File: src/verilog/scc_regs_pkg.sv
// The address map fixes every width here and the design has no read-back path
package scc_regs_pkg;

	// ----------------------------------------------------------------------
	// Bus and register widths
	// ----------------------------------------------------------------------

	typedef logic [15:0] addr_t;
	typedef logic [7:0]  data_t;
	typedef logic [7:0]  bank_t;
	typedef logic [11:0] freq_t;
	typedef logic [3:0]  vol_t;

	// Tone channels A to E
	localparam int NUM_CH = 5;

	// ----------------------------------------------------------------------
	// Encodings
	// ----------------------------------------------------------------------

	// SRAM channel id of a wave-memory access
	typedef enum logic [2:0] {
		CH_A = 3'd0,
		CH_B = 3'd1,
		CH_C = 3'd2,
		CH_D = 3'd3,
		CH_E = 3'd4
	} chan_t;

	// Register page hit by the current address
	typedef enum logic [1:0] {
		WIN_NONE = 2'd0,
		WIN_SCC  = 2'd1,
		WIN_SCCI = 2'd2
	} win_t;

	// Region from address bits 14:13 (4000h region is bank 0)
	typedef enum logic [1:0] {
		REG_BANK2 = 2'b00,
		REG_BANK3 = 2'b01,
		REG_BANK0 = 2'b10,
		REG_BANK1 = 2'b11
	} region_t;

	// Bank 2 value that opens the SCC page at 9800h
	localparam bank_t SCC_BANK_KEY = 8'h3F;

	// Tone register block offsets inside each page
	localparam logic [7:0] TONE_BASE_SCC  = 8'h80;
	localparam logic [7:0] TONE_BASE_SCCI = 8'hA0;

endpackage

File: src/verilog/bank_mapper.sv
// Bank writes decode on address bit 12 alone so any write with it set in an unlocked region lands
`timescale 1ns/1ns

module bank_mapper
	import scc_regs_pkg::*;
(
	input  logic  clk,
	input  logic  nreset,
	input  logic  wrreq,
	input  addr_t address,
	input  data_t wrdata,
	output bank_t ext_memory_address,
	output win_t  window
);

	region_t    region;
	logic [1:0] bank_sel;
	bank_t      bank [4];
	logic       scci_enable;
	logic [3:0] ram_mode;
	logic       mode_wr;
	logic       bank_wr;
	logic       page_hit;

	// ----------------------------------------------------------------------
	// Region decode
	// ----------------------------------------------------------------------

	assign region = region_t'(address[14:13]);

	always_comb begin
		case (region)
			REG_BANK0: bank_sel = 2'd0;
			REG_BANK1: bank_sel = 2'd1;
			REG_BANK2: bank_sel = 2'd2;
			default:   bank_sel = 2'd3;
		endcase
	end

	// ----------------------------------------------------------------------
	// Mode register at BFFE-BFFF
	// ----------------------------------------------------------------------

	assign mode_wr = wrreq && (region == REG_BANK3) && (&address[12:1]);

	always_ff @(posedge clk) begin
		if (!nreset) begin
			scci_enable <= 1'b0;
			ram_mode    <= 4'b0000;
		end else if (mode_wr) begin
			scci_enable <= wrdata[5];
			// Bit 4 locks every bank, bits 2:0 lock banks 2 to 0 one by one
			ram_mode    <= {wrdata[4], wrdata[2:0] | {3{wrdata[4]}}};
		end
	end

	// ----------------------------------------------------------------------
	// Bank registers
	// ----------------------------------------------------------------------

	assign bank_wr = wrreq && address[12] && !ram_mode[bank_sel];

	always_ff @(posedge clk) begin
		if (!nreset) begin
			bank[0] <= 8'd0;
			bank[1] <= 8'd1;
			bank[2] <= 8'd2;
			bank[3] <= 8'd3;
		end else if (bank_wr) begin
			bank[bank_sel] <= wrdata;
		end
	end

	// Upper memory address follows the region being accessed
	assign ext_memory_address = bank[bank_sel];

	// ----------------------------------------------------------------------
	// Page window decode
	// ----------------------------------------------------------------------

	// x800-x8FF inside the region
	assign page_hit = (address[12:8] == 5'b11000);

	always_comb begin
		if (page_hit && (region == REG_BANK2) && (bank[2] == SCC_BANK_KEY)
				&& !scci_enable) begin
			window = WIN_SCC;
		end else if (page_hit && (region == REG_BANK3) && bank[3][7]
				&& scci_enable) begin
			window = WIN_SCCI;
		end else begin
			window = WIN_NONE;
		end
	end

endmodule

File: src/verilog/wave_access_decode.sv
// Strobes last one cycle and sram_id and sram_a are only meaningful while a strobe is high
`timescale 1ns/1ns

module wave_access_decode
	import scc_regs_pkg::*;
(
	input  logic       clk,
	input  logic       nreset,
	input  logic       wrreq,
	input  logic       rdreq,
	input  win_t       window,
	input  addr_t      address,
	output chan_t      sram_id,
	output logic [6:0] sram_a,
	output logic       sram_oe,
	output logic       sram_we
);

	logic [7:0] offset;
	logic       hit_rw;
	logic       hit_ro;
	logic       hit;
	chan_t      chan;

	assign offset = address[7:0];

	// ----------------------------------------------------------------------
	// Range decode inside the page
	// ----------------------------------------------------------------------

	always_comb begin
		hit_rw = 1'b0;
		hit_ro = 1'b0;
		chan   = chan_t'({1'b0, offset[6:5]});
		case (window)
			WIN_SCC: begin
				if (!offset[7]) begin
					// 00-7F is waves A to D
					hit_rw = 1'b1;
				end else if (offset[7:5] == 3'b101) begin
					// A0-BF mirrors channel E for reads only
					hit_ro = 1'b1;
					chan   = CH_E;
				end
			end
			WIN_SCCI: begin
				// 00-9F is waves A to E
				if (!offset[7] || (offset[7:5] == 3'b100)) begin
					hit_rw = 1'b1;
					chan   = chan_t'(offset[7:5]);
				end
			end
			default: begin
				hit_rw = 1'b0;
			end
		endcase
	end

	assign hit = hit_rw || hit_ro;

	// ----------------------------------------------------------------------
	// Registered SRAM access
	// ----------------------------------------------------------------------

	always_ff @(posedge clk) begin
		if (!nreset) begin
			sram_oe <= 1'b0;
			sram_we <= 1'b0;
		end else begin
			sram_oe <= hit && rdreq;
			sram_we <= hit_rw && wrreq;
		end
	end

	// Id and address hold the last access
	always_ff @(posedge clk) begin
		if (hit && (rdreq || wrreq)) begin
			sram_id <= chan;
			sram_a  <= {2'b00, offset[4:0]};
		end
	end

endmodule

File: src/verilog/tone_regs.sv
// Tone registers are write only and take effect one clock after the write
`timescale 1ns/1ns

module tone_regs
	import scc_regs_pkg::*;
(
	input  logic               clk,
	input  logic               nreset,
	input  logic               wrreq,
	input  win_t               window,
	input  addr_t              address,
	input  data_t              wrdata,
	output freq_t [NUM_CH-1:0] frequency_count,
	output vol_t  [NUM_CH-1:0] volume,
	output logic  [NUM_CH-1:0] tone_enable
);

	logic [7:0]        base;
	logic [7:0]        rel;
	logic              tone_hit;
	logic [3:0]        reg_sel;
	logic [NUM_CH-1:0] freq_lo_we;
	logic [NUM_CH-1:0] freq_hi_we;
	logic [NUM_CH-1:0] vol_we;
	logic              en_we;

	// ----------------------------------------------------------------------
	// Register select
	// ----------------------------------------------------------------------

	// Both pages use the same layout at different offsets
	assign base     = (window == WIN_SCCI) ? TONE_BASE_SCCI : TONE_BASE_SCC;
	assign rel      = address[7:0] - base;
	assign tone_hit = wrreq && (window != WIN_NONE) && (rel[7:4] == 4'h0);
	assign reg_sel  = rel[3:0];

	always_comb begin
		for (int i = 0; i < NUM_CH; i++) begin
			// 0-9 hold low/high frequency pairs
			freq_lo_we[i] = tone_hit && (reg_sel == 4'(2 * i));
			freq_hi_we[i] = tone_hit && (reg_sel == 4'(2 * i + 1));
			// A-E hold the volumes
			vol_we[i]     = tone_hit && (reg_sel == 4'(10 + i));
		end
	end

	// F is the channel enable mask
	assign en_we = tone_hit && (reg_sel == 4'hF);

	// ----------------------------------------------------------------------
	// Tone registers
	// ----------------------------------------------------------------------

	always_ff @(posedge clk) begin
		if (!nreset) begin
			frequency_count <= '0;
			volume          <= '0;
			tone_enable     <= '0;
		end else begin
			for (int i = 0; i < NUM_CH; i++) begin
				if (freq_lo_we[i]) begin
					frequency_count[i][7:0] <= wrdata;
				end
				if (freq_hi_we[i]) begin
					frequency_count[i][11:8] <= wrdata[3:0];
				end
				if (vol_we[i]) begin
					volume[i] <= wrdata[3:0];
				end
			end
			if (en_we) begin
				tone_enable <= wrdata[NUM_CH-1:0];
			end
		end
	end

endmodule

File: src/verilog/scc_regs_top.sv
// Requests are single-cycle strobes with no back-pressure and every request is taken in its cycle
`timescale 1ns/1ns

module scc_regs_top
	import scc_regs_pkg::*;
(
	input  logic                 clk,
	input  logic                 nreset,
	input  logic                 wrreq,
	input  logic                 rdreq,
	input  addr_t                address,
	input  data_t                wrdata,

	// External ROM/RAM bank
	output bank_t                ext_memory_address,

	// Wave memory
	output chan_t                sram_id,
	output logic [6:0]           sram_a,
	output logic                 sram_oe,
	output logic                 sram_we,

	// Tone generator controls
	output freq_t [NUM_CH-1:0]   frequency_count,
	output vol_t  [NUM_CH-1:0]   volume,
	output logic  [NUM_CH-1:0]   tone_enable
);

	// Page currently addressed, decoded from bank and mode state
	win_t window;

	// ----------------------------------------------------------------------
	// Bank and mode registers
	// ----------------------------------------------------------------------

	bank_mapper u_bank_mapper (
		.clk                (clk),
		.nreset             (nreset),
		.wrreq              (wrreq),
		.address            (address),
		.wrdata             (wrdata),
		.ext_memory_address (ext_memory_address),
		.window             (window)
	);

	// ----------------------------------------------------------------------
	// Wave-memory access and tone registers
	// ----------------------------------------------------------------------

	wave_access_decode u_wave_access_decode (
		.clk     (clk),
		.nreset  (nreset),
		.wrreq   (wrreq),
		.rdreq   (rdreq),
		.window  (window),
		.address (address),
		.sram_id (sram_id),
		.sram_a  (sram_a),
		.sram_oe (sram_oe),
		.sram_we (sram_we)
	);

	tone_regs u_tone_regs (
		.clk             (clk),
		.nreset          (nreset),
		.wrreq           (wrreq),
		.window          (window),
		.address         (address),
		.wrdata          (wrdata),
		.frequency_count (frequency_count),
		.volume          (volume),
		.tone_enable     (tone_enable)
	);

endmodule

File: config.mk
export PLATFORM = sky130hd
export DESIGN_NAME = scc_regs_top
export DESIGN_NICKNAME = d
export VERILOG_FILES = /design/src/verilog/scc_regs_pkg.sv /design/src/verilog/bank_mapper.sv /design/src/verilog/wave_access_decode.sv /design/src/verilog/tone_regs.sv /design/src/verilog/scc_regs_top.sv
export SDC_FILE = /design/constraint.sdc
export NUM_CORES = 1
export LEC_CHECK = 0
export BUFFER_PORTS_ARGS = -buffer_cell sky130_fd_sc_hd__buf_2
export CAP_MARGIN = 10
export CORE_MARGIN = 5
export CORE_UTILIZATION = 31
export DETAILED_ROUTE_END_ITERATION = 8
export PLACE_DENSITY = 0.49
export SLEW_MARGIN = 20
export SYNTH_ARGS = -nofsm -noshare
export SYNTH_HDL_FRONTEND = slang
export SYNTH_SLANG_ARGS = --single-unit
File: constraint.sdc
create_clock -name clk -period 2.73 [get_ports clk]
set_clock_uncertainty 0.05 [all_clocks]
set_input_delay 0.4095 -clock clk [delete_from_list [all_inputs] [get_ports clk]]
set_output_delay 0.4095 -clock clk [all_outputs]
set_load 0.02 [all_outputs]
# After elaboration in Yosys (flattened, before gate mapping)
# Memories as Yosys holds them, arrays and structs flattened.
# Index checks and enable logic that the tools add are counted.
[word_totals]
ram_bits = 32
memories = 1
register_bits = 100
in_bits = 28
[op_classes]
eq_ne = 24
bitwise_logic = 1
reduce_logical = 43
magnitude_cmp = 1
add_sub_neg = 1
muxes = 23
[mem_list]
columns = ["name", "words", "width", "rd", "rd_ports_with_merged_regs", "wr", "line_no", "text"]
rows = [
  ["u_bank_mapper.bank", 4, 8, 3, 0, 4, "bank_mapper.sv:18", "bank_t bank [4];"],
]
[ops]
columns = ["cell", "count"]
rows = [
  ["equality test 4 bit, second input constant", 8],
  ["logical AND 1 bit", 31],
  ["equality test 4 x 3 -> 1 bit, second input constant", 4],
  ["AND reduction 12 bit", 1],
  ["two-way mux 1 bit", 11],
  ["two-way mux 3 bit", 3],
  ["equality test 4 x 2 -> 1 bit, second input constant", 2],
  ["equality test 8 x 6 -> 1 bit, second input constant", 1],
  ["logical NOT 4 bit", 2],
  ["two-way mux 8 bit", 1],
  ["OR reduction 8 bit", 1],
  ["subtractor 8 bit", 1],
  ["equality test 2 bit, second input constant", 3],
  ["equality test 3 bit, second input constant", 2],
  ["two-way mux 2 bit", 3],
  ["two-way mux 6 bit", 1],
  ["case mux 2 bit (3 select lines)", 1],
  ["case mux 3 bit (2 select lines)", 1],
  ["equality test 5 bit, second input constant", 1],
  ["equality test 2 x 1 -> 1 bit, second input constant", 2],
  ["equality test 4 x 1 -> 1 bit, second input constant", 1],
  ["logical NOT 1 bit", 3],
  ["logical OR 1 bit", 3],
  ["< comparator 2 x 3 -> 1 bit, second input constant", 1],
  ["other kinds (5)", 5],
]

# Logic depth before layout (Yosys ltp)
# Gate-level depths: netlist of the first run.
[depth]
word_depth = 12
depth_mapped = 10
depth_no_buf = 8

# Cells and area by module
# Synthesis of the first run repeated with hierarchy kept, for this count alone.
[hier_totals]
cells_unflattened = 492
hier_area_um2 = 5630.4
[by_module_without_submodules]
columns = ["mod", "cells_per_inst", "area_each_um2", "n_inst", "seq_area_each_um2"]
rows = [
  ["tone_regs", 328, 3379.5, 1, 1701.6],
  ["bank_mapper", 132, 1803.0, 1, 1061.0],
  ["wave_access_decode", 32, 447.9, 1, 280.3],
]

# Least setup slack after synthesis of the first run
# Ideal clock, no wire load.
[synth_path]
path_kind = "input to register"
start = "in address[14]"
end = "reg u_tone_regs.frequency_count[12] (netlist name)"
t_arrival_ns = 2.205
required_ns = 2.548
setup_slack_ns = 0.342
cell_stages = 10
path_cell_list = "and4b_1 > and3_1 > ha_1 > ha_1 > and4b_1 > and4_1 > buf_6 > buf_12 > nand4_4 > mux2i_1"
[synth_via]
elab_chain_len = 12
[synth_lines]
columns = ["element", "line_no", "text"]
rows = [
  ["from (decl)", "scc_regs_top.sv:11", "input addr_t address,"],
  ["equality test 2 x 1 -> 1 bit", "bank_mapper.sv:88", "end else if (page_hit && (region == REG_BANK3) && bank[3][7]"],
  ["logical AND 1 bit (2 in series)", "bank_mapper.sv:88", ""],
  ["logical AND 1 bit", "bank_mapper.sv:89", "&& scci_enable) begin"],
  ["two-way mux 2 bit", "bank_mapper.sv:88", ""],
  ["two-way mux 2 bit *", "bank_mapper.sv:85", "if (page_hit && (region == REG_BANK2) && (bank[2] == SCC_BANK_KEY)"],
  ["equality test 2 bit", "tone_regs.sv:32", "assign base = (window == WIN_SCCI) ? TONE_BASE_SCCI : TONE_BASE_SCC;"],
  ["two-way mux 6 bit", "tone_regs.sv:32", ""],
  ["subtractor 8 bit", "tone_regs.sv:33", "assign rel = address[7:0] - base;"],
  ["logical NOT 4 bit", "tone_regs.sv:34", "assign tone_hit = wrreq && (window != WIN_NONE) && (rel[7:4] == 4'h0);"],
  ["logical AND 1 bit *", "tone_regs.sv:34", ""],
  ["logical AND 1 bit *", "tone_regs.sv:40", "freq_lo_we[i] = tone_hit && (reg_sel == 4'(2 * i));"],
  ["to (signal, indexed assignment)", "tone_regs.sv:62", "frequency_count[i][7:0] <= wrdata;"],
  ["to (signal, indexed assignment)", "tone_regs.sv:65", "frequency_count[i][11:8] <= wrdata[3:0];"],
  ["to (decl)", "tone_regs.sv:13", "output freq_t [NUM_CH-1:0] frequency_count,"],
]
# Mark *: on every way between the ends. The rest lies on a longest branch, timed or not.
# A chain may end at the register's enable or synchronous reset.

==> summary.txt, run 1 <==
Timing
  – Crit share post-route: 95.1%
  – Unrepaired setup endpoints after global routing: no
  – Setup-failing EPs final: 0
  – Tmin final: 2.60 ns
  – Max-slew headroom: 46.8%
  – PnR worst setup slack: 0.134 ns
  – Final-report hold violation count: 0
  – Final Slew Violations: 0
  – Peak Freq: 385 MHz
  – Slew of the pin with the lowest slew margin: 0.796 ns

Hold path
  – Hold WC Path Type: in2reg
  – HP Start: address[4]
  – Hold Path End: u_wave_access_decode.sram_a[4]
  – Hold path depth: 1

Critical path
  – CP max FO: 12
  – R2r setup slk: 0.13 ns
  – R2R Path Start: u_bank_mapper.bank[3][7]
  – Crit path DAT: 2.87 ns
  – Worst R2R Path Depth: 9
  – Crit. End Element: flop
  – Startpoint types: flop
  – Crit Path Category: reg2reg
  – RR Endpoint: u_tone_regs.tone_enable[3]
  – Data required time of the critical path: 3.00 ns

Route
  – Post-Route WL: 15300 µm
  – WL per Instance: 17.8 µm
  – DR vias: 3988
  – DRT iter0 DRCs: 220
  – Antenna Nets Post-Route: 0
  – DR pass1 iterations: 4
  – Vias/cell: 4.63
  – DRC Markers: 0

Global route
  – Antenna violations before repair: 1
  – Gr usage total: 15.1%
  – Total gr overflow: 0
  – Vias in the first global route: 4084
  – First-pass GRT wire length: 23400 µm
  – Largest net degree at the start of global routing: 63

Floorplan
  – Die width: 144 µm
  – Core area: 0.0178 mm²
  – Die area: 0.0208 mm²
  – Die Y: 144 µm
  – Starting Density: 31.3%
  – # rows: 49
  – IO Count: 133

Yosys
  – Post-synth ARST share: 0%
  – Syn Area/Cell: 11.8 µm²
  – Synth area leaders: dfxtp_1 33%, edfxtp_1 22%, mux2i_1 16%, nand2_1 6.8%, nand4_4 3.8%
  – Most used flip-flop cell after synthesis: dfxtp_1
  – Top-count cell post-synth: nand2_1
  – Post-synthesis cell type with the largest combined area: dfxtp_1
  – Warnings, synthesis: 0
  – Distinct cells, synth: 42
  – Synth top area share: 33.0%
  – Synth Register Bits: 132
  – Number of synthesized flops with an enable pin: 40
  – Top cells by count, synth: 101 x nand2_1, 92 x dfxtp_1, 87 x mux2i_1, 40 x edfxtp_1, 28 x and2_1
  – Seq/Total Area, Yosys: 54.6%
  – Gate count after technology mapping: 472
  – Cell area after synthesis: 0.00558 mm²

Outcome
  – Run status: finished clean

Cells and area
  – Layout area overhead: 29.1%
  – Share of layout cells above drive strength 1: 33.9%
  – Total of fill cells in the finished design: 1740
  – Post-Route Utilization: 40.4%
  – Layout Nets: 650

Clocking
  – Root Buffer: clkbuf_16
  – CTS max path bufs: 2
  – Worst-skew pair later-pin latency: 0.41 ns
  – Num CTS Buffers: 17
  – TritonCTS Sinks: 132
  – Hold_buf cts: 0
  – CTS tree: yes
  – H-tree depth: 4
  – Clock-pin slew on the worst setup and hold paths: 0.06 ns

Placement
  – Placement Setup Slack: -0.0267 ns
  – Routability Congestion: 0.800
  – Number of port buffers: 129
  – Post-DP HPWL: 10700 µm

Run
  – Total of max-cap violations: 0

Power and ir drop
  – P per Cell Area: 622 mW/mm²
  – Max VDD drop: 430 µV
  – Leakage power: 0.00352 µW
  – Design Power: 4480 µW
registers in the layout, indices dropped and copies added, names as in the netlist:
signal and cells:
u_wave_access_decode.sram_id 3, u_bank_mapper.ram_mode 4, u_bank_mapper.scci_enable 1, u_wave_access_decode.sram_a 5, u_tone_regs.volume 20, u_bank_mapper.bank 32
u_wave_access_decode.sram_oe 1, u_tone_regs.frequency_count 60, u_tone_regs.tone_enable 5, u_wave_access_decode.sram_we 1
through the flow:
stage | instances | setup TNS [ns] | hold slack, ns | instance area [µm²]
floorplan | 473 | 0 | 0.439 | 5580
global placement | 822 | -0.0617 | 0.393 | 6540
detailed placement | 822 | -0.0727 | 0.399 | 6540
CTS | 854 | 0 | 0.152 | 7110
global route | 862 | 0 | 0.146 | 7200
finish | 862 | 0 | 0.167 | 7200
how the worst max path moves through the flow:
| stage | cells past startpoint | startpoint | endpoint | slack, ns |
|---|---|---|---|---|
| detailed placement | 11 | address[14] | u_tone_regs.frequency_count[27] | -0.03 |
| CTS | 9 | u_bank_mapper.bank[3][7] | u_tone_regs.tone_enable[3] | 0.02 |
| global placement | 11 | address[14] | u_tone_regs.frequency_count[27] | -0.03 |
| floorplan | 10 | address[14] | u_tone_regs.frequency_count[12] | 0.34 |
| finish | 9 | u_bank_mapper.bank[3][7] | u_tone_regs.tone_enable[3] | 0.13 |
| global route | 10 | u_bank_mapper.bank[3][7] | u_tone_regs.frequency_count[15] | 0.01 |
where the power goes:
group	leakage, µW	switching [µW]	internal, µW	total, µW
combinational	0.00212	164	76.4	240
clock	0.000281	894	1280	2170
sequential	0.00112	9.88	2050	2060
worst max-delay path: stages (launching register included):
cell,delay (ns)
edfxtp_1,0.41
and4b_2,0.25
and3_4,0.18
ha_1,0.18
ha_1,0.26
and4b_1,0.18
and4_4,0.24
buf_12,0.14
and3_1,0.38
mux2i_1,0.24
cell families after synthesis:
kind of cell | after synthesis | synth area share, %
and+or+nand+nor | 193 | 20.4
DFF | 132 | 54.6
muxes | 96 | 19.2
buffers and inverters | 35 | 3.27
AOI/OAI and AO/OA | 11 | 1.64
adders and majority gates | 3 | 0.673
other | 1 | 0.0672
xor gates and xnor gates | 1 | 0.157
metal layers:
metal / track usage [%] / share of wire (%)
met1: 18.7 / 43
met2: 24.7 / 50
met3: 4.63 / 5.9
met4: 5.84 / 1.3
met5: 0 / 0
cell type report:
type                            count  area (µm²)  share of cell area [%]
Antenna cell                        1        2.50                  0.0348
Clock buffer                       21         482                    6.69
Clock inverter                     11        90.1                    1.25
Inverter                            4        15.0                   0.209
Multi-Input combinational cell    306        2360                    32.8
Sequential cell                   132        3040                    42.3
Tap cell                          229         287                    3.98
Timing Repair Buffer              158         916                    12.7
cell usage in the layout (no fill, tap or decap), drive strengths merged:
cell / n
a211o: 1
buf: 158
nand4b: 1
a22o: 1
and4: 3
or3: 2
edfxtp: 40
nor2: 9
a31o: 1
conb: 2
a21oi: 2
and3: 6
o2111ai: 1
nor3: 4
nand2: 101
clkinvlp: 1
nor2b: 7
diode: 1
nor4: 2
mux2i: 87
o2111a: 1
o21ai: 1
and2: 28
xor2: 1
dfxtp: 92
nand3: 3
nor3b: 1
o211a: 3
mux4: 9
and4b: 4
inv: 9
nand4: 16
nand2b: 5
clkbuf: 21
clkinv: 5
ha: 3
nor4b: 1
repair_timing:
item	CTS	global route
resized for setup	0	4
setup endpoints to repair	0	34
endpoints found under the hold margin	0	0
setup buffers	0	7
Note: power is estimated with default switching activity, not from simulation.
==> inputs of run 2 (changes only) <==
--- a/config.mk
+++ b/config.mk
@@ -10,7 +10,7 @@
 export CORE_MARGIN = 5
 export CORE_UTILIZATION = 31
 export DETAILED_ROUTE_END_ITERATION = 8
-export PLACE_DENSITY = 0.49
+export PLACE_DENSITY_LB_ADDON = 0.08
 export SLEW_MARGIN = 20
 export SYNTH_ARGS = -nofsm -noshare
 export SYNTH_HDL_FRONTEND = slang
==> summary.txt, run 2 (synthesis gave the netlist of run 1 again) <==
Clocking
  – Post-CTS setup buffers: 0 (unchanged)
  – Root Buffer: clkbuf_16
  – CTS max path bufs: 2 (unchanged)
  – Clock-pin slew on the worst setup and hold paths: 0.06 ns (about the same)
  – Num CTS Buffers: 17 (unchanged)
  – Hold_buf cts: 0 (unchanged)
  – TritonCTS Sinks: 132 (unchanged)
  – Worst-skew pair later-pin latency: 0.42 ns (about the same)
  – CTS tree: yes
  – H-tree depth: 4 (unchanged)

Critical path
  – Data required time of the critical path: 2.94 ns (-0.06 ns)
  – CP max FO: 8 (-4)
  – Startpoint types: flop
  – Crit Path Category: reg2reg
  – Crit path DAT: 2.76 ns (-0.11 ns)
  – Crit. End Element: flop

Route
  – WL per Instance: 18.5 µm (+3.8%)
  – DRT iter0 DRCs: 198 (-10%)
  – DRC Markers: 0 (unchanged)
  – Post-Route WL: 15800 µm (+2.9%)
  – Antenna Nets Post-Route: 0 (unchanged)
  – DR vias: 4014 (+0.65%)
  – Vias/cell: 4.70 (+1.6%)
  – DR pass1 iterations: 4 (unchanged)

Floorplan
  – IO Count: 133 (unchanged)
  – Die Y: 144 µm (unchanged)
  – Starting Density: 31.3% (unchanged)
  – Die area: 0.0208 mm² (unchanged)
  – Die width: 144 µm (unchanged)
  – # rows: 49 (unchanged)
  – Core area: 0.0178 mm² (unchanged)

Placement
  – Post-DP HPWL: 11200 µm (+4.7%)
  – Routability Congestion: 0.802 (+0.22%)
  – Number of port buffers: 129 (unchanged)
  – Placement Setup Slack: -0.00111 ns (+0.0256 ns)

Timing
  – Unrepaired setup endpoints after global routing: no
  – Final Slew Violations: 0 (unchanged)
  – PnR worst setup slack: 0.181 ns (+0.0476 ns)
  – Crit share post-route: 93.4% (-1.7 points)
  – Max-slew headroom: 48.6% (+1.8 points)
  – Final-report hold violation count: 0 (unchanged)
  – Final TNS setup: 0 ns (unchanged)
  – Tightest hold margin: 0.169 ns (+0.00231 ns)
  – Tmin final: 2.55 ns (-0.0476 ns)
  – Peak Freq: 392 MHz (+1.9%)
  – Setup-failing EPs final: 0 (unchanged)
  – Slew of the pin with the lowest slew margin: 0.769 ns (-0.0266 ns)

Global route
  – First-pass GRT wire length: 24200 µm (+3.2%)
  – Total gr overflow: 0 (unchanged)
  – Gr usage total: 15.6% (+0.48 points)
  – Antenna violations before repair: 0 (-1)
  – Largest net degree at the start of global routing: 71 (+13%)
  – Vias in the first global route: 4242 (+3.9%)

Cells and area
  – Post-Route Utilization: 40.4% (+0.049 points)
  – Layout area overhead: 29.2%
  – Register with the most flip-flops: u_tone_regs.frequency_count
  – Largest regs: u_tone_regs.frequency_count (60), u_bank_mapper.bank (32), u_tone_regs.volume (20)
  – Max FFs per register: 60 (unchanged)
  – Commonest non-fill, non-tap cell in the layout: buf_2
  – Commonest cells after routing, fill and taps aside: 128 x buf_2, 101 x nand2_1, 92 x dfxtp_1, 87 x mux2i_1, 40 x edfxtp_1
  – Total of fill cells in the finished design: 1731 (-0.52%)
  – Share of layout cells above drive strength 1: 33.3% (-0.58 points)
  – Ant diodes: 0 (-1)
  – Layout Nets: 643 (-1.1%)

Power and ir drop
  – Leakage power: 0.00352 µW (about the same)
  – Max VDD drop: 420 µV (-2.3%)
  – P per Cell Area: 665 mW/mm² (+7.0%)

Hold path
  – Hold WC Path Type: in2reg

Run
  – Total of max-cap violations: 0 (unchanged)

Outcome
  – Run status: finished clean
==> run 2: path summary, 6_finish.rpt <==
path / slack, ns / start / endpoint / cells after the start
max: 0.18 / u_bank_mapper.bank[3][7] / u_tone_regs.frequency_count[48] / 10
min: 0.17 / address[4] / u_wave_access_decode.sram_a[4] / 1
max reg2reg: 0.18 / u_bank_mapper.bank[3][7] / u_tone_regs.frequency_count[48] / 10
min reg2reg: 0.41 / u_tone_regs.frequency_count[44] / u_tone_regs.frequency_count[44] / 2
==> run 2: layout make-up <==
| type | instances | area [µm²] | share of cell area, % |
|---|---|---|---|
| Sequential cell | 132 | 3040 | 42.2 |
| Multi-Input combinational cell | 306 | 2360 | 32.8 |
| Timing Repair Buffer | 151 | 856 | 11.9 |
| Clock buffer | 18 | 450 | 6.25 |
| Tap cell | 229 | 287 | 3.98 |
| Clock inverter | 14 | 196 | 2.73 |
| Inverter | 4 | 15.0 | 0.208 |
==> run 2: per-stage QoR <==
stage | total power (µW) | area, µm² | instances
after floorplan | 2240 | 5580 | 473
after global placement | 2350 | 6530 | 821
after detailed placement | 2350 | 6530 | 821
after CTS | 4860 | 7180 | 853
after global routing | 4950 | 7210 | 854
final | 4790 | 7210 | 854
==> run 2: where the power goes <==
part / internal, µW / total [µW] / leakage (µW) / switching, µW
Combinational: 75.3 / 238 / 0.00208 / 163
Clock: 1590 / 2490 / 0.000316 / 902
Sequential: 2050 / 2060 / 0.00112 / 10.3
Total: 3720 / 4790 / 0.00352 / 1070
==> run 2: timing repair <==
item | in CTS | in global routing
endpoints found under the setup margin | 0 | 19
gates resized for setup | 0 | 4
endpoints found under the hold margin | 0 | 0
==> run 2: critical path, cell delays in order (launching register included) <==
cell,delay [ns]
edfxtp_1,0.38
and4b_1,0.21
and3_1,0.21
ha_1,0.19
ha_1,0.26
and4b_1,0.19
and4_4,0.27
buf_12,0.13
buf_4,0.11
nand4_4,0.21
mux2i_1,0.19
==> run 2: layer usage <==
layer | vias to the layer above | GRT usage (%) | wire length [µm]
met4 | 0 | 4.86 | 176
met2 | 108 | 26.2 | 7770
met5 | - | 0 | 0
li1 | 1939 | - | -
met1 | 1955 | 18.9 | 6660
met3 | 12 | 5.26 | 1170
==> inputs of run 3 (changes only) <==
--- a/config.mk
+++ b/config.mk
@@ -10,7 +10,8 @@
 export CORE_MARGIN = 5
 export CORE_UTILIZATION = 31
 export DETAILED_ROUTE_END_ITERATION = 8
-export PLACE_DENSITY_LB_ADDON = 0.08
+export GPL_TIMING_DRIVEN = 0
+export PLACE_DENSITY = 0.55
 export SLEW_MARGIN = 20
 export SYNTH_ARGS = -nofsm -noshare
 export SYNTH_HDL_FRONTEND = slang
==> summary.txt, run 3 (synthesis gave the netlist of run 1 again) <==
Power and ir drop
  – Clock network fraction of design power: 50.3% (-1.7 points)
  – Net Sw Frac: 22.9% (+0.50 points)
  – P per Cell Area: 645 mW/mm² (-2.9%)
  – Leakage power: 0.00348 µW (-1.3%)
  – Gate power share: 5.1% (about the same)
  – Int Power: 3560 µW (-4.2%)
  – Net switching power: 1060 µW (-1.4%)
  – Seq pwr share: 44.6% (+1.6 points)
  – Design Power: 4620 µW (-3.6%)
  – Max VDD drop: 417 µV (-0.73%)

Clocking
  – Worst-skew pair later-pin latency: 0.42 ns (about the same)
  – Hold_buf cts: 0 (unchanged)
  – TritonCTS Sinks: 132 (unchanged)
  – H-tree depth: 4 (unchanged)
  – Clock-pin slew on the worst setup and hold paths: 0.06 ns (about the same)
  – Root Buffer: clkbuf_16
  – CTS tree: yes
  – Num CTS Buffers: 17 (unchanged)
  – CTS max path bufs: 2 (unchanged)

Route
  – Antenna Nets Post-Route: 0 (unchanged)
  – DR pass1 iterations: 4 (unchanged)
  – DRC Markers: 0 (unchanged)
  – Post-Route WL: 15400 µm (-2.5%)
  – DR vias: 4068 (+1.3%)
  – WL per Instance: 17.8 µm (-3.4%)
  – DRT iter0 DRCs: 126 (-36%)
  – Vias/cell: 4.72 (+0.40%)

Outcome
  – Run status: finished clean

Cells and area
  – Commonest cells after routing, fill and taps aside: 132 x buf_2, 101 x nand2_1, 92 x dfxtp_1, 87 x mux2i_1, 40 x edfxtp_1
  – Layout Nets: 651 (+1.2%)
  – Max FFs per register: 60 (unchanged)
  – Commonest non-fill, non-tap cell in the layout: buf_2
  – Ant diodes: 0 (unchanged)
  – Register with the most flip-flops: u_tone_regs.frequency_count
  – Post-route design area: 0.00716 mm² (-0.68%)
  – Share of layout cells above drive strength 1: 31.3% (-2.0 points)
  – Layout area overhead: 28.4%
  – Non-filler cells, final: 862 (+0.94%)
  – Largest regs: u_tone_regs.frequency_count (60), u_bank_mapper.bank (32), u_tone_regs.volume (20)

Floorplan
  – Starting Density: 31.3% (unchanged)
  – # rows: 49 (unchanged)
  – Core area: 0.0178 mm² (unchanged)
  – Die width: 144 µm (unchanged)
  – Die area: 0.0208 mm² (unchanged)
  – Die Y: 144 µm (unchanged)
  – IO Count: 133 (unchanged)

Timing
  – Unrepaired setup endpoints after global routing: no
  – Setup-failing EPs final: 0 (unchanged)
  – Crit share post-route: 95.2% (+1.8 points)
  – Final TNS setup: 0 ns (unchanged)
  – Tmin final: 2.60 ns (+0.0502 ns)
  – Final-report hold violation count: 0 (unchanged)
  – Max-slew headroom: 30.0% (-19 points)
  – Final Slew Violations: 0 (unchanged)
  – Slew of the pin with the lowest slew margin: 1.05 ns (+0.279 ns)
  – Peak Freq: 385 MHz (-1.9%)

Global route
  – Gr usage total: 15.1% (-0.43 points)
  – First-pass GRT wire length: 23600 µm (-2.3%)
  – Total gr overflow: 0 (unchanged)
  – Vias in the first global route: 4305 (+1.5%)
  – Antenna violations before repair: 0 (unchanged)
  – Largest net degree at the start of global routing: 17 (-76%)

Critical path
  – Crit path DAT: 2.82 ns (+0.06 ns)
  – CP max-delay cell: edfxtp_1
  – Crit Path Category: reg2reg
  – CP max FO: 8 (unchanged)
  – CP peak stage delay: 0.39 ns (about the same)
  – Crit. End Element: flop
  – Family with the most delay on the worst path: simple AND/OR/NAND/NOR gates
  – Data required time of the critical path: 2.95 ns (about the same)
  – Critical Path, Cell by Cell: and4b_1 -> and3_1 -> ha_1 -> ha_1 -> and4b_1 -> and4_4 -> buf_12 -> nand4_4 -> mux2i_1
  – Worst path buffer plus inverter count: 1 (-1)
  – Startpoint types: flop

Placement
  – Routability Congestion: 0.787 (-1.9%)
  – Post-DP HPWL: 11400 µm (+2.0%)
  – Placement Cell Area: 0.00651 mm² (-0.33%)
  – Number of port buffers: 127 (-1.6%)
  – Placed cell count: 829 (+0.97%)

Run
  – Total of max-cap violations: 0 (unchanged)

Hold path
  – Hold WC Path Type: in2reg
[run 3: power groups by stage]
stage	combinational, µW	sequential (µW)	clock, µW
6_report	235	2060	2320
3_5_place_dp	242	2110	0
5_1_grt	258	2060	2460
3_3_place_gp	239	2100	0
2_1_floorplan	137	2100	0
4_1_cts	242	2060	2370
[run 3: path summary, 6_finish.rpt]
| kind | endpoint | slack [ns] | cells after the start | from |
|---|---|---|---|---|
| max | u_tone_regs.frequency_count[39] | 0.13 | 9 | u_bank_mapper.bank[3][7] |
| min | u_wave_access_decode.sram_a[4] | 0.17 | 1 | address[4] |
| max reg2reg | u_tone_regs.frequency_count[39] | 0.13 | 9 | u_bank_mapper.bank[3][7] |
| min reg2reg | u_tone_regs.frequency_count[44] | 0.41 | 2 | u_tone_regs.frequency_count[44] |
[run 3: per-stage QoR]
step | hold slack [ns] | worst slack [ns] | utilization (%)
after global routing | 0.167 | 0.0156 | 40.1
after global placement | 0.396 | -0.0943 | 36.5
after detailed placement | 0.396 | -0.144 | 36.5
after CTS | 0.168 | 0.0104 | 39.9
after floorplan | 0.439 | 0.342 | -
final | 0.170 | 0.131 | 40.1
[run 3: what timing repair did]
action	in CTS	in global routing
resized for setup	0	2
setup buffers	0	1
endpoints found under the setup margin	0	37
[run 3: layout make-up]
type	instances	area [µm²]
clock buffer	20	469
multi-input combinational	306	2370
buffer	30	156
inverter	4	15.0
clock inverter	12	140
tap	229	287
fill	1753	10700
sequential	132	3040
timing repair buffer	129	681
[run 3: per-layer routing]
metal | vias to the layer above | global-route usage [%] | wire [µm]
met3 | 16 | 4.76 | 1010
li1 | 1962 | - | -
met2 | 112 | 26.8 | 8000
met1 | 1978 | 17.5 | 6170
met5 | - | 0 | 0
met4 | 0 | 4.66 | 208
